==> src/hw/xfcp_wb_pkg.sv <==
package xfcp_wb_pkg;

    localparam int ADDR_BYTES  = 4;
    localparam int COUNT_BYTES = 2;
    localparam int WORD_BYTES  = 4;
    localparam int ID_LEN      = 32;

    typedef logic [7:0]               byte_t;
    typedef logic [8*ADDR_BYTES-1:0]  wb_addr_t;
    typedef logic [8*WORD_BYTES-1:0]  wb_data_t;
    typedef logic [WORD_BYTES-1:0]    wb_sel_t;
    typedef logic [8*COUNT_BYTES-1:0] count_t;

    // packet framing and type codes
    localparam byte_t START_TAG  = 8'hFE;
    localparam byte_t READ_REQ   = 8'h10;
    localparam byte_t READ_RESP  = 8'h11;
    localparam byte_t WRITE_REQ  = 8'h12;
    localparam byte_t WRITE_RESP = 8'h13;
    localparam byte_t ID_REQ     = 8'h01;
    localparam byte_t ID_RESP    = 8'h02;

    typedef enum logic [3:0] {
        ST_IDLE,
        ST_TYPE,
        ST_HEADER,
        ST_READ_WAIT,
        ST_READ_SEND,
        ST_WRITE_TAKE,
        ST_WRITE_WAIT,
        ST_ID_SEND,
        ST_DROP
    } ctrl_state_t;

    // widths as 16-bit little endian fields, then the name from byte 16
    localparam byte_t ID_ROM [ID_LEN] = '{
        8'h00, 8'h00,
        8'h20, 8'h00,
        8'h20, 8'h00,
        8'h08, 8'h00,
        8'h10, 8'h00,
        8'h00, 8'h00, 8'h00, 8'h00, 8'h00, 8'h00,
        "X", "F", "C", "P", " ", "W", "B", " ",
        "B", "r", "i", "d", "g", "e", 8'h00, 8'h00
    };

endpackage

==> src/hw/wb_req_if.sv <==
`timescale 1ns/1ns

interface wb_req_if;
    logic                  start;
    logic                  we;
    xfcp_wb_pkg::wb_addr_t addr;
    xfcp_wb_pkg::wb_data_t wdata;
    xfcp_wb_pkg::wb_sel_t  sel;
    logic                  done;
    xfcp_wb_pkg::wb_data_t rdata;

    // request side, holds addr/wdata/sel until done
    modport ctrl (
        output start, we, addr, wdata, sel,
        input  done, rdata
    );

    // bus cycle engine side
    modport bus (
        input  start, we, addr, wdata, sel,
        output done, rdata
    );
endinterface

==> src/hw/xfcp_stream_if.sv <==
`timescale 1ns/1ns

interface xfcp_stream_if;
    xfcp_wb_pkg::byte_t tdata;
    logic               tvalid;
    logic               tlast;
    logic               tuser;
    logic               tready_early;

    // packet controller side
    modport src (
        output tdata, tvalid, tlast, tuser,
        input  tready_early
    );

    // output skid register side
    modport dst (
        input  tdata, tvalid, tlast, tuser,
        output tready_early
    );
endinterface

==> src/hw/wb_access.sv <==
`timescale 1ns/1ns

module wb_access (
    input  logic                  clk,
    input  logic                  rst,
    wb_req_if.bus                 wb,
    output xfcp_wb_pkg::wb_addr_t wb_adr_o,
    output xfcp_wb_pkg::wb_data_t wb_dat_o,
    input  xfcp_wb_pkg::wb_data_t wb_dat_i,
    output logic                  wb_we_o,
    output xfcp_wb_pkg::wb_sel_t  wb_sel_o,
    output logic                  wb_stb_o,
    output logic                  wb_cyc_o,
    input  logic                  wb_ack_i,
    input  logic                  wb_err_i
);

    logic stb_q, cyc_q, done_q;
    xfcp_wb_pkg::wb_data_t rdata_q;

    // word aligned, the lane is carried by the byte selects
    assign wb_adr_o = wb.addr & ~xfcp_wb_pkg::wb_addr_t'(xfcp_wb_pkg::WORD_BYTES - 1);
    assign wb_dat_o = wb.wdata;
    assign wb_sel_o = wb.sel;
    assign wb_we_o = wb.we;
    assign wb_stb_o = stb_q;
    assign wb_cyc_o = cyc_q;
    assign wb.done = done_q;
    assign wb.rdata = rdata_q;

    always_ff @(posedge clk) begin
        if (rst) begin
            stb_q <= 1'b0;
            cyc_q <= 1'b0;
            done_q <= 1'b0;
        end else begin
            done_q <= 1'b0;
            if (wb.start) begin
                stb_q <= 1'b1;
                cyc_q <= 1'b1;
            end else if (stb_q && (wb_ack_i || wb_err_i)) begin
                stb_q <= 1'b0;
                done_q <= 1'b1;
            end else if (cyc_q && !stb_q && !done_q) begin
                // quiet cycle after done, release the bus
                cyc_q <= 1'b0;
            end
        end
        if (stb_q && (wb_ack_i || wb_err_i)) begin
            rdata_q <= wb_dat_i;
        end
    end

    stb_within_cyc: assert property (
        @(posedge clk) disable iff (rst) wb_stb_o |-> wb_cyc_o
    );

    // the controller waits for done before the next access
    no_start_in_flight: assert property (
        @(posedge clk) disable iff (rst) wb.start |-> !stb_q
    );

endmodule

==> src/hw/xfcp_ctrl.sv <==
`timescale 1ns/1ns

module xfcp_ctrl (
    input  logic               clk,
    input  logic               rst,
    input  xfcp_wb_pkg::byte_t in_tdata_i,
    input  logic               in_tvalid_i,
    input  logic               in_tlast_i,
    output logic               in_tready_o,
    xfcp_stream_if.src         tx,
    wb_req_if.ctrl             wb
);

    xfcp_wb_pkg::ctrl_state_t state_q, state_d;
    logic in_ready_q, in_ready_d;
    logic tx_ready_q;
    logic last_q, last_d;
    logic in_fire;
    // ready source: own value or the early ready of the skid register
    logic rdy_own, rdy_val;
    logic [2:0] hdr_cnt_q, hdr_cnt_d;
    logic [$clog2(xfcp_wb_pkg::ID_LEN)-1:0] id_ptr_q, id_ptr_d;
    logic [$clog2(xfcp_wb_pkg::WORD_BYTES)-1:0] lane_q, lane_d;
    logic we_q, we_d;
    xfcp_wb_pkg::wb_addr_t addr_q, addr_d;
    xfcp_wb_pkg::count_t count_q, count_d, count_hdr;
    xfcp_wb_pkg::wb_data_t data_q, data_d;
    xfcp_wb_pkg::wb_sel_t sel_q, sel_d;

    assign in_tready_o = in_ready_q;
    assign in_fire = in_ready_q && in_tvalid_i;
    assign last_d = in_fire ? in_tlast_i : last_q;
    assign in_ready_d = rdy_own ? rdy_val : tx.tready_early;
    // count field as completed by the current header byte
    assign count_hdr = xfcp_wb_pkg::count_t'({count_q, in_tdata_i});

    assign wb.we = we_q;
    assign wb.addr = addr_q;
    assign wb.wdata = data_q;
    assign wb.sel = sel_q;

    always_comb begin
        state_d = state_q;
        rdy_own = 1'b0;
        rdy_val = 1'b1;
        hdr_cnt_d = hdr_cnt_q;
        id_ptr_d = id_ptr_q;
        lane_d = lane_q;
        we_d = we_q;
        addr_d = addr_q;
        count_d = count_q;
        data_d = data_q;
        sel_d = sel_q;
        tx.tdata = in_tdata_i;
        tx.tvalid = 1'b0;
        tx.tlast = 1'b0;
        tx.tuser = 1'b0;
        wb.start = 1'b0;

        case (state_q)
            xfcp_wb_pkg::ST_IDLE: begin
                if (in_fire) begin
                    if (in_tdata_i == xfcp_wb_pkg::START_TAG) begin
                        // echo the tag, a lone tag counts as a cut header
                        tx.tvalid = 1'b1;
                        tx.tlast = in_tlast_i;
                        tx.tuser = in_tlast_i;
                        state_d = in_tlast_i ? xfcp_wb_pkg::ST_IDLE : xfcp_wb_pkg::ST_TYPE;
                    end else if (!in_tlast_i) begin
                        state_d = xfcp_wb_pkg::ST_DROP;
                    end
                end
            end

            xfcp_wb_pkg::ST_TYPE: begin
                if (in_fire) begin
                    tx.tvalid = 1'b1;
                    hdr_cnt_d = '0;
                    id_ptr_d = '0;
                    if (in_tdata_i == xfcp_wb_pkg::READ_REQ && !in_tlast_i) begin
                        tx.tdata = xfcp_wb_pkg::READ_RESP;
                        we_d = 1'b0;
                        state_d = xfcp_wb_pkg::ST_HEADER;
                    end else if (in_tdata_i == xfcp_wb_pkg::WRITE_REQ && !in_tlast_i) begin
                        tx.tdata = xfcp_wb_pkg::WRITE_RESP;
                        we_d = 1'b1;
                        state_d = xfcp_wb_pkg::ST_HEADER;
                    end else if (in_tdata_i == xfcp_wb_pkg::ID_REQ) begin
                        tx.tdata = xfcp_wb_pkg::ID_RESP;
                        rdy_own = 1'b1;
                        rdy_val = !last_d;
                        state_d = xfcp_wb_pkg::ST_ID_SEND;
                    end else begin
                        // unknown type, or read/write cut after its type byte
                        tx.tlast = 1'b1;
                        tx.tuser = 1'b1;
                        state_d = in_tlast_i ? xfcp_wb_pkg::ST_IDLE : xfcp_wb_pkg::ST_DROP;
                    end
                end
            end

            xfcp_wb_pkg::ST_HEADER: begin
                if (in_fire) begin
                    tx.tvalid = 1'b1;
                    hdr_cnt_d = hdr_cnt_q + 3'd1;
                    // address first, then count, both msb first
                    if (hdr_cnt_q < 3'(xfcp_wb_pkg::ADDR_BYTES)) begin
                        addr_d = xfcp_wb_pkg::wb_addr_t'({addr_q, in_tdata_i});
                    end else begin
                        count_d = count_hdr;
                    end
                    if (hdr_cnt_q == 3'(xfcp_wb_pkg::ADDR_BYTES + xfcp_wb_pkg::COUNT_BYTES - 1))
                    begin
                        lane_d = addr_q[$bits(lane_q)-1:0];
                        data_d = '0;
                        sel_d = '0;
                        if (we_q || count_hdr == '0) begin
                            // write echo ends here, as does an empty read
                            tx.tlast = 1'b1;
                            if (in_tlast_i) begin
                                state_d = xfcp_wb_pkg::ST_IDLE;
                            end else begin
                                rdy_own = 1'b1;
                                state_d = (we_q && count_hdr != '0) ?
                                    xfcp_wb_pkg::ST_WRITE_TAKE : xfcp_wb_pkg::ST_DROP;
                            end
                        end else begin
                            wb.start = 1'b1;
                            rdy_own = 1'b1;
                            rdy_val = !last_d;
                            state_d = xfcp_wb_pkg::ST_READ_WAIT;
                        end
                    end else if (in_tlast_i) begin
                        tx.tlast = 1'b1;
                        tx.tuser = 1'b1;
                        state_d = xfcp_wb_pkg::ST_IDLE;
                    end
                end
            end

            xfcp_wb_pkg::ST_READ_WAIT: begin
                // trailing request bytes are drained meanwhile
                rdy_own = 1'b1;
                rdy_val = !last_d;
                if (wb.done) begin
                    data_d = wb.rdata;
                    addr_d = addr_q + xfcp_wb_pkg::wb_addr_t'(xfcp_wb_pkg::WORD_BYTES);
                    state_d = xfcp_wb_pkg::ST_READ_SEND;
                end
            end

            xfcp_wb_pkg::ST_READ_SEND: begin
                rdy_own = 1'b1;
                rdy_val = !last_d;
                if (tx_ready_q) begin
                    tx.tvalid = 1'b1;
                    tx.tdata = data_q[8*lane_q +: 8];
                    lane_d = lane_q + 1'b1;
                    count_d = count_q - 1'b1;
                    if (count_q == xfcp_wb_pkg::count_t'(1)) begin
                        tx.tlast = 1'b1;
                        rdy_own = !last_d;
                        state_d = last_d ? xfcp_wb_pkg::ST_IDLE : xfcp_wb_pkg::ST_DROP;
                    end else if (lane_q == '1) begin
                        wb.start = 1'b1;
                        state_d = xfcp_wb_pkg::ST_READ_WAIT;
                    end
                end
            end

            xfcp_wb_pkg::ST_WRITE_TAKE: begin
                rdy_own = 1'b1;
                if (in_fire) begin
                    data_d[8*lane_q +: 8] = in_tdata_i;
                    sel_d[lane_q] = 1'b1;
                    lane_d = lane_q + 1'b1;
                    // input tlast ends the write after this word
                    count_d = in_tlast_i ? '0 : count_q - 1'b1;
                    if (lane_q == '1 || count_q == xfcp_wb_pkg::count_t'(1) || in_tlast_i) begin
                        wb.start = 1'b1;
                        rdy_val = 1'b0;
                        state_d = xfcp_wb_pkg::ST_WRITE_WAIT;
                    end
                end
            end

            xfcp_wb_pkg::ST_WRITE_WAIT: begin
                rdy_own = 1'b1;
                rdy_val = 1'b0;
                if (wb.done) begin
                    data_d = '0;
                    sel_d = '0;
                    addr_d = addr_q + xfcp_wb_pkg::wb_addr_t'(xfcp_wb_pkg::WORD_BYTES);
                    rdy_val = 1'b1;
                    if (count_q != '0) begin
                        state_d = xfcp_wb_pkg::ST_WRITE_TAKE;
                    end else begin
                        rdy_own = !last_d;
                        state_d = last_d ? xfcp_wb_pkg::ST_IDLE : xfcp_wb_pkg::ST_DROP;
                    end
                end
            end

            xfcp_wb_pkg::ST_ID_SEND: begin
                rdy_own = 1'b1;
                rdy_val = !last_d;
                if (tx_ready_q) begin
                    tx.tvalid = 1'b1;
                    tx.tdata = xfcp_wb_pkg::ID_ROM[id_ptr_q];
                    id_ptr_d = id_ptr_q + 1'b1;
                    if (32'(id_ptr_q) == xfcp_wb_pkg::ID_LEN - 1) begin
                        tx.tlast = 1'b1;
                        rdy_own = !last_d;
                        state_d = last_d ? xfcp_wb_pkg::ST_IDLE : xfcp_wb_pkg::ST_DROP;
                    end
                end
            end

            default: begin
                // drop the rest of the packet
                rdy_own = 1'b1;
                if (in_fire && in_tlast_i) begin
                    rdy_own = 1'b0;
                    state_d = xfcp_wb_pkg::ST_IDLE;
                end
            end
        endcase
    end

    always_ff @(posedge clk) begin
        if (rst) begin
            state_q <= xfcp_wb_pkg::ST_IDLE;
            in_ready_q <= 1'b0;
            tx_ready_q <= 1'b0;
            last_q <= 1'b0;
        end else begin
            state_q <= state_d;
            in_ready_q <= in_ready_d;
            tx_ready_q <= tx.tready_early;
            last_q <= last_d;
        end
        hdr_cnt_q <= hdr_cnt_d;
        id_ptr_q <= id_ptr_d;
        lane_q <= lane_d;
        we_q <= we_d;
        addr_q <= addr_d;
        count_q <= count_d;
        data_q <= data_d;
        sel_q <= sel_d;
    end

    // a byte is only offered when the skid register promised room
    tx_valid_needs_ready: assert property (
        @(posedge clk) disable iff (rst) tx.tvalid |-> tx_ready_q
    );

endmodule

==> src/hw/xfcp_tx_skid.sv <==
`timescale 1ns/1ns

module xfcp_tx_skid (
    input  logic               clk,
    input  logic               rst,
    xfcp_stream_if.dst         tx,
    output xfcp_wb_pkg::byte_t out_tdata_o,
    output logic               out_tvalid_o,
    output logic               out_tlast_o,
    output logic               out_tuser_o,
    input  logic               out_tready_i
);

    logic out_valid_q, out_valid_d;
    logic tmp_valid_q, tmp_valid_d;
    // user, last and data packed together
    logic [9:0] in_beat, out_beat_q, tmp_beat_q;
    logic load_out, load_tmp, move_tmp;

    assign in_beat = {tx.tuser, tx.tlast, tx.tdata};
    assign out_tdata_o = out_beat_q[7:0];
    assign out_tlast_o = out_beat_q[8];
    assign out_tuser_o = out_beat_q[9];
    assign out_tvalid_o = out_valid_q;

    // room next cycle unless the temp entry is about to fill
    assign tx.tready_early = out_tready_i || (!tmp_valid_q && (!out_valid_q || !tx.tvalid));

    always_comb begin
        out_valid_d = out_valid_q;
        tmp_valid_d = tmp_valid_q;
        load_out = 1'b0;
        load_tmp = 1'b0;
        move_tmp = 1'b0;
        if (tx.tvalid) begin
            if (out_tready_i || !out_valid_q) begin
                out_valid_d = 1'b1;
                load_out = 1'b1;
            end else begin
                tmp_valid_d = 1'b1;
                load_tmp = 1'b1;
            end
        end else if (out_tready_i) begin
            out_valid_d = tmp_valid_q;
            tmp_valid_d = 1'b0;
            move_tmp = 1'b1;
        end
    end

    always_ff @(posedge clk) begin
        if (rst) begin
            out_valid_q <= 1'b0;
            tmp_valid_q <= 1'b0;
        end else begin
            out_valid_q <= out_valid_d;
            tmp_valid_q <= tmp_valid_d;
        end
        if (load_out) begin
            out_beat_q <= in_beat;
        end else if (move_tmp) begin
            out_beat_q <= tmp_beat_q;
        end
        if (load_tmp) begin
            tmp_beat_q <= in_beat;
        end
    end

    out_holds_when_stalled: assert property (
        @(posedge clk) disable iff (rst)
        out_tvalid_o && !out_tready_i |=> out_tvalid_o && $stable(out_beat_q)
    );

endmodule

==> src/hw/xfcp_wb_bridge.sv <==
`timescale 1ns/1ns

module xfcp_wb_bridge (
    input  logic                  clk,
    input  logic                  rst,
    input  xfcp_wb_pkg::byte_t    in_tdata_i,
    input  logic                  in_tvalid_i,
    input  logic                  in_tlast_i,
    output logic                  in_tready_o,
    output xfcp_wb_pkg::byte_t    out_tdata_o,
    output logic                  out_tvalid_o,
    output logic                  out_tlast_o,
    output logic                  out_tuser_o,
    input  logic                  out_tready_i,
    output xfcp_wb_pkg::wb_addr_t wb_adr_o,
    output xfcp_wb_pkg::wb_data_t wb_dat_o,
    input  xfcp_wb_pkg::wb_data_t wb_dat_i,
    output logic                  wb_we_o,
    output xfcp_wb_pkg::wb_sel_t  wb_sel_o,
    output logic                  wb_stb_o,
    output logic                  wb_cyc_o,
    input  logic                  wb_ack_i,
    input  logic                  wb_err_i
);

    xfcp_stream_if tx_if ();
    wb_req_if      req_if ();

    xfcp_ctrl u_ctrl (
        .clk         (clk),
        .rst         (rst),
        .in_tdata_i  (in_tdata_i),
        .in_tvalid_i (in_tvalid_i),
        .in_tlast_i  (in_tlast_i),
        .in_tready_o (in_tready_o),
        .tx          (tx_if),
        .wb          (req_if)
    );

    wb_access u_wb_access (
        .clk      (clk),
        .rst      (rst),
        .wb       (req_if),
        .wb_adr_o (wb_adr_o),
        .wb_dat_o (wb_dat_o),
        .wb_dat_i (wb_dat_i),
        .wb_we_o  (wb_we_o),
        .wb_sel_o (wb_sel_o),
        .wb_stb_o (wb_stb_o),
        .wb_cyc_o (wb_cyc_o),
        .wb_ack_i (wb_ack_i),
        .wb_err_i (wb_err_i)
    );

    xfcp_tx_skid u_tx_skid (
        .clk          (clk),
        .rst          (rst),
        .tx           (tx_if),
        .out_tdata_o  (out_tdata_o),
        .out_tvalid_o (out_tvalid_o),
        .out_tlast_o  (out_tlast_o),
        .out_tuser_o  (out_tuser_o),
        .out_tready_i (out_tready_i)
    );

endmodule

==> config.mk <==
export PLATFORM = sky130hd
export DESIGN_NAME = xfcp_wb_bridge
export DESIGN_NICKNAME = d
export VERILOG_FILES = /design/src/hw/xfcp_wb_pkg.sv /design/src/hw/wb_req_if.sv /design/src/hw/xfcp_stream_if.sv /design/src/hw/wb_access.sv /design/src/hw/xfcp_ctrl.sv /design/src/hw/xfcp_tx_skid.sv /design/src/hw/xfcp_wb_bridge.sv
export SDC_FILE = /design/constraint.sdc
export NUM_CORES = 1
export LEC_CHECK = 0
export BUFFER_PORTS_ARGS = -buffer_cell sky130_fd_sc_hd__buf_4
export CAP_MARGIN = 20
export CORE_UTILIZATION = 57
export DETAILED_ROUTE_END_ITERATION = 10
export GPL_ROUTABILITY_DRIVEN = 0
export PLACE_DENSITY = 0.76
export RECOVER_POWER = 50
export SLEW_MARGIN = 5
export SYNTH_ARGS = -nofsm -noshare
export SYNTH_HDL_FRONTEND = slang
export SYNTH_SLANG_ARGS = --single-unit
==> constraint.sdc <==
create_clock -name clk -period 6.6 [get_ports clk]
set_clock_uncertainty 0.1 [all_clocks]
set_input_delay 0 -clock clk [delete_from_list [all_inputs] [get_ports clk]]
set_output_delay 0 -clock clk [all_outputs]
set_load 0.05 [all_outputs]
==> results of run 1 <==
worst max-delay path by stage:
stage                                        end  slack (ns)                           start  depth (start not counted)
6_report             u_ctrl.wb.addr[2]$_DFFE_PP_        2.44  u_ctrl.state_q[0]$_SDFFE_PP0P_                          5
5_1_grt              u_ctrl.wb.addr[3]$_DFFE_PP_        2.11  u_ctrl.state_q[0]$_SDFFE_PP0P_                          5
4_1_cts        u_wb_access.wb_stb_o$_SDFFE_PP0P_        2.69  u_ctrl.state_q[0]$_SDFFE_PP0P_                          6
3_5_place_dp      u_wb_access.wb.done$_SDFF_PP0_        3.23  u_ctrl.state_q[0]$_SDFFE_PP0P_                          5
3_3_place_gp      u_wb_access.wb.done$_SDFF_PP0_        3.31  u_ctrl.state_q[0]$_SDFFE_PP0P_                          5
2_1_floorplan       u_ctrl.wb.wdata[0]$_DFFE_PP_        2.18   u_ctrl.in_tready_o$_SDFF_PP0_                          4
layer usage:
metal	GRT usage [%]	up-vias	share of wire, %
li1	-	3474	-
met1	39.8	3498	42
met2	46.6	426	47
met5	0	-	0
met4	11.3	0	2.4
met3	5.99	51	8.4
sequential cells by signal, summed over array words and instances (netlist names):
name                    cells
u_tx_skid.tmp_beat_q       10
u_ctrl.state_q              4
u_ctrl.hdr_cnt_q            3
u_tx_skid.out_beat_q       10
u_wb_access.wb.rdata       32
u_ctrl.wb.sel               4
u_ctrl.wb.we                1
u_tx_skid.tmp_valid_q       1
u_ctrl.wb.addr             32
u_wb_access.wb_stb_o        1
u_ctrl.last_q               1
u_ctrl.tx_ready_q           1
u_tx_skid.out_tvalid_o      1
u_ctrl.lane_q               2
u_wb_access.wb_cyc_o        1
u_ctrl.in_tready_o          1
u_wb_access.wb.done         1
u_ctrl.wb.wdata            32
u_ctrl.id_ptr_q             5
u_ctrl.count_q             16
power groups by stage:
stage | sequential [W] | clock, W | combinational [W]
2_1_floorplan | 0.00156 | 0 | 0.000533
3_3_place_gp | 0.00143 | 0 | 0.000926
3_5_place_dp | 0.00143 | 0 | 0.000935
4_1_cts | 0.00141 | 0.00105 | 0.000961
5_1_grt | 0.00143 | 0.00108 | 0.000980
6_report | 0.00141 | 0.00104 | 0.000916
final cells by class:
class / instances / area [um2] / share of cell area (%)
tap: 211 / 264 / 2.45
clock inverter: 14 / 193 / 1.79
inverter: 16 / 60.1 / 0.557
sequential: 159 / 4650 / 43.2
multi-input combinational: 631 / 4010 / 37.2
timing repair buffer: 183 / 1170 / 10.9
clock buffer: 18 / 429 / 3.98
stage by stage:
stage / area (um2) / util (%) / hold WS (ns)
finish: 10800 / 69.9 / 0.200
global route: 10800 / 69.9 / 0.188
CTS: 11100 / 72.0 / 0.166
detailed placement: 10000 / 65.0 / 0.0792
global placement: 10000 / 64.9 / 0.0785
floorplan: 9170 / - / -0.00113
repair_timing:
action / in CTS / in global routing
hold buffers: 46 / 0
resized for setup: 0 / 0
endpoints found under the setup margin: 0 / 0
hold endpoints to repair: 87 / 0
worst max-delay path, stage by stage, from the launching register on:
cell      delay, ns
dfxtp_1        0.83
xnor2_1        0.25
nor3b_4        0.20
clkbuf_1       1.72
a21o_1         0.29
buf_4          0.37
cells by family after synthesis:
logic type,count (synthesis),share of synthesized area (%)
compound gates,209,13.8
xor+xnor,41,3.92
fa+ha+maj,19,2.59
buf+inv,98,5.63
flops,159,50.8
mux,26,4.12
other cells,1,0.0409
simple gates,334,19.1
layout by cell type (no fill, tap or decap), types with 12 or more instances in the layout:
cell type / instances
nand3_1: 17
and3_1: 12
nor2b_1: 29
dfxtp_1: 12
nor2_1: 78
nand2_1: 95
nor3_1: 20
xor2_1: 20
edfxtp_1: 147
clkbuf_16: 17
ha_1: 19
xnor2_1: 21
clkbuf_4: 32
inv_1: 15
buf_4: 18
o21ai_0: 63
dlygate4sd3_1: 46
nand2b_1: 14
a21oi_1: 75
clkbuf_1: 86
==> results.json, run 1 <==
{
  "status": "finished, violations left",
  "violations": "max-capacitance violations, max-slew violations",
  "slew_headroom_pct": -59.5,
  "sw_frac_of_total_pct": 35.0,
  "p_int_w": 0.00219,
  "async_reset_ff_share_pct": 0,
  "design.die.area_um2": 16600,
  "grt_max_degree": 61,
  "ir_drop_uv": 213,
  "dp.cells": 1152,
  "ys_seq_elements": 159,
  "cp-end-kind": "flip-flop",
  "synth.top_cell.area_share_pct": 48.2,
  "first_global_vias": 6967,
  "num_rows": 45,
  "critPathKind": "flip-flop to flip-flop",
  "yosysMostFrequentCell": "edfxtp_1",
  "drc": 0,
  "cts_buffer_depth": 2,
  "cts-root-buf": "clkbuf_16",
  "drt_iter0_markers": 714,
  "rsz0062_at_grt": "no",
  "clock_sinks": 159,
  "drv_cap": 2,
  "hold_path.class": "input port to flip-flop",
  "num_io_pins": 130,
  "synth_edf_count": 147,
  "period_share_pct": 63.0,
  "worst_slack_ns": 2.44,
  "insertion_delay_ns": 0.43,
  "reg2reg_depth": 5,
  "setup_viol": 0,
  "worstMarginPinSlew_ns": 2.39,
  "antenna_found_initial": 0,
  "wl_um": 23500,
  "wl_per_cell_um": 19.1,
  "rrSetupSlack_ns": 2.44,
  "power_w": 0.00337,
  "fmax_mhz": 241,
  "vias_per_cell": 6.05,
  "cts.clk_slew.worst_paths_ns": 0.06,
  "start_util_pct": 59.4,
  "postCtsSetupRepairBufs": 0,
  "synth_flop_cell": "edfxtp_1",
  "syn-cell-area_um2": 9160,
  "fillCellCount": 1248,
  "post-place-ws_ns": 3.23,
  "r2r_start": "u_ctrl.state_q[0]$_SDFFE_PP0P_",
  "whs_endpoint": "u_wb_access.wb.rdata[11]$_DFFE_PP_",
  "slew_violations": 95,
  "dr.pass1.iters": 5,
  "power_density_nw_per_um2": 312,
  "leakage_nw": 3.70,
  "synth_top_cell_by_area": "edfxtp_1",
  "dp_hpwl_um": 15300,
  "synth_warnings": 0,
  "die_w_um": 129,
  "hold_start": "wb_dat_i[11]",
  "insertedDiodeCount": 0,
  "routed-via-count": 7449,
  "port_buffers": 127,
  "rr_endpoint": "u_ctrl.wb.addr[2]$_DFFE_PP_",
  "combPwrFrac_pct": 27.2,
  "min_period_ns": 4.16,
  "htree_levels": 4,
  "synthTopCellsByCount": "edfxtp_1 (147), nand2_1 (95), nor2_1 (79)",
  "die_y_um": 129,
  "synth_area_leaders": "edfxtp_1 (48%), a21oi_1 (4.2%), nand2_1 (3.9%)",
  "finalHoldViolCount": 0,
  "nets": 1074,
  "worst_setup_path_start_kind": "flip-flop",
  "syn_inst": 887,
  "crit_arrival_ns": 4.14,
  "ys_types": 83,
  "synth.avg_cell_area_um2": 10.3,
  "synthToLayoutAreaGrowth_pct": 17.7,
  "ant_nets": 0,
  "seq_area_frac_synth_pct": 50.8,
  "p_switching_w": 0.00118,
  "instances_no_fill": 1232,
  "critPathRequiredTime_ns": 6.59,
  "gr-total-overflow": 0,
  "cts_buffers": 17,
  "crit_path_max_fanout": 60,
  "tns_ns": 0,
  "p_clk_share_pct": 30.9,
  "whs_path_depth": 2,
  "grt_pass1_wl_um": 36800,
  "pwr-share-seq_pct": 41.9,
  "drive_above_1_share_pct": 11.9,
  "cts_tree": "yes",
  "grtUsageTotal_pct": 29.3,
  "fp.coreArea_um2": 15400
}
No activity file was read; power rests on OpenSTA's default activity.
==> inputs of run 2 (changes only) <==
--- a/config.mk
+++ b/config.mk
@@ -7,10 +7,10 @@
 export LEC_CHECK = 0
 export BUFFER_PORTS_ARGS = -buffer_cell sky130_fd_sc_hd__buf_4
 export CAP_MARGIN = 20
-export CORE_UTILIZATION = 57
+export CORE_UTILIZATION = 53
 export DETAILED_ROUTE_END_ITERATION = 10
 export GPL_ROUTABILITY_DRIVEN = 0
-export PLACE_DENSITY = 0.76
+export PLACE_DENSITY = 0.75
 export RECOVER_POWER = 50
 export SLEW_MARGIN = 5
 export SYNTH_ARGS = -nofsm -noshare
==> constraint.sdc (replaced) <==
create_clock -name clk -period 3.6 [get_ports clk]
set_clock_uncertainty 0.1 [all_clocks]
set_input_delay 0 -clock clk [delete_from_list [all_inputs] [get_ports clk]]
set_output_delay 0 -clock clk [all_outputs]
set_load 0.05 [all_outputs]
==> results.json, run 2 (same netlist as run 1, synthesis figures left out) <==
{
  "power_w": 0.00612,
  "instances_no_fill": 1247,
  "hold_path.class": "input port to flip-flop",
  "path_cells": "nand4bb_1 -> or4_1 -> a21boi_1 -> a21oi_1 -> a21oi_1 -> dlygate4sd3_1",
  "crit_arrival_ns": 3.47,
  "num_io_pins": 130,
  "critical_path.top_delay_family": "simple AND/OR/NAND/NOR gates",
  "worst_path_max_delay_cell": "dfxtp_1",
  "holdWs_ns": 0.0604,
  "crit_path_max_incr_delay_ns": 0.83,
  "status": "finished, violations left",
  "drc": 0,
  "num_rows": 47,
  "insertedDiodeCount": 0,
  "dp_hpwl_um": 15800,
  "crit_start": "u_ctrl.state_q[0]$_SDFFE_PP0P_",
  "reg2reg_depth": 6,
  "worst_slack_ns": 0.347,
  "post-place-ws_ns": 0.780,
  "r2r_start": "u_ctrl.state_q[0]$_SDFFE_PP0P_",
  "ir_drop_uv": 401,
  "dp.cells": 1167,
  "cp_common_cell": "a21oi_1",
  "htree_levels": 4,
  "rrSetupSlack_ns": 0.35,
  "fmax_mhz": 307,
  "critPathRequiredTime_ns": 3.82,
  "drive_above_1_share_pct": 12.2,
  "gr-total-overflow": 0,
  "crit_buf_inv": 1,
  "drt_iter0_markers": 888,
  "power_density_nw_per_um2": 566,
  "critPathKind": "flip-flop to flip-flop",
  "wl_per_cell_um": 19.0,
  "routed-via-count": 7549,
  "antenna_found_initial": 0,
  "die_w_um": 133,
  "grt_max_degree": 60,
  "cts.clk_slew.worst_paths_ns": 0.07,
  "cts_buffer_depth": 2,
  "die_y_um": 133,
  "worst_setup_path_start_kind": "flip-flop",
  "final_common_cell": "edfxtp_1",
  "design.die.area_um2": 17800,
  "fp.coreArea_um2": 16800,
  "cts_buffers": 17,
  "worstMarginPinSlew_ns": 1.87,
  "grtUsageTotal_pct": 27.3,
  "start_util_pct": 54.7,
  "vias_per_cell": 6.05,
  "insertion_delay_ns": 0.43,
  "leakage_nw": 3.73,
  "violations": "max-capacitance violations, max-slew violations",
  "setup_viol": 0,
  "tns_ns": 0,
  "ctsResizeCount": 0,
  "synthToLayoutAreaGrowth_pct": 18.1,
  "first_global_vias": 7076,
  "critical_path.endpoint": "u_wb_access.wb_stb_o$_SDFFE_PP0P_",
  "rr_endpoint": "u_wb_access.wb_stb_o$_SDFFE_PP0P_",
  "dr.pass1.iters": 5,
  "grt_pass1_wl_um": 37200,
  "cts-root-buf": "clkbuf_16",
  "clock_sinks": 159,
  "drv_cap": 1,
  "min_period_ns": 3.25,
  "finalHoldViolCount": 0,
  "cp-end-kind": "flip-flop",
  "port_buffers": 127,
  "nets": 1080,
  "cts_tree": "yes",
  "final_cell_mix": "edfxtp_1 (147), nand2_1 (95), clkbuf_1 (85)",
  "slew_headroom_pct": -24.8,
  "slew_violations": 34,
  "ant_nets": 0,
  "wl_um": 23700,
  "crit_path_max_fanout": 24,
  "worstSetupPathDepth": 6,
  "rsz0062_at_grt": "no",
  "period_share_pct": 90.4
}
## run 2: changes by cell type in the layout (fill, tap and decap cells not counted), sizes merged
cell           change
clkinvlp           -1
clkinv             -4
bufinv             -3
buf                +4
dlygate4sd3        +2
clkdlybuf4s18      -1
inv                +9
## run 2: report_power, final
group,leakage (nW),switching (W),total (W),internal (W)
Sequential,1.44,0.000290,0.00259,0.00230
Combinational,1.99,0.00112,0.00168,0.000559
Clock,0.297,0.000850,0.00185,0.00100
Total,3.73,0.00226,0.00612,0.00386
## run 2: worst reg2reg max path: cells and delay by family (launching register included)
family | cells | cell delay (ns)
flops | 1 | 0.83
simple gates | 2 | 1.12
buf+inv | 1 | 0.56
compound gates | 3 | 0.53
## run 2: worst min-delay path by stage
| stage | start | end | slack [ns] | depth (start not counted) |
|---|---|---|---|---|
| after floorplan | wb_dat_i[0] | u_wb_access.wb.rdata[0]$_DFFE_PP_ | -0.001 | 0 |
| after global placement | wb_dat_i[6] | u_wb_access.wb.rdata[6]$_DFFE_PP_ | 0.08 | 1 |
| after detailed placement | wb_dat_i[16] | u_wb_access.wb.rdata[16]$_DFFE_PP_ | 0.08 | 1 |
| after CTS | in_tvalid_i | u_ctrl.hdr_cnt_q[0]$_SDFFCE_PN0P_ | 0.04 | 3 |
| after global routing | in_tvalid_i | u_tx_skid.tmp_beat_q[9]$_DFFE_PP_ | 0.04 | 3 |
| final | in_tvalid_i | u_tx_skid.tmp_beat_q[9]$_DFFE_PP_ | 0.06 | 3 |
## run 2: cell type report
type | count | area [um2]
Timing Repair Buffer | 189 | 1220
Clock inverter | 15 | 186
Sequential cell | 159 | 4650
Clock buffer | 17 | 425
Fill cell | 1372 | 5940
Tap cell | 220 | 275
Inverter | 16 | 60.1
Multi-Input combinational cell | 631 | 4010
## run 2: per-layer routing
metal	share of wire, %	global-route usage (%)	wire [um]	vias up
met4	3.0	12.9	705	0
met5	0	0	0	-
met2	45	40.9	10700	463
met1	42	37.7	9950	3547
met3	9.5	5.86	2260	58
li1	-	-	-	3481
## run 2: metrics by stage
step	instance area (um2)	utilization, %
after floorplan	9170	-
after global placement	10100	60.2
after detailed placement	10100	60.2
after CTS	11200	66.7
after global routing	10800	64.6
final	10800	64.6
## run 2: what timing repair did
item,CTS,global route
hold buffers,48,0
buffers inserted,0,0
endpoints found under the hold margin,95,0
endpoints found under the setup margin,0,0
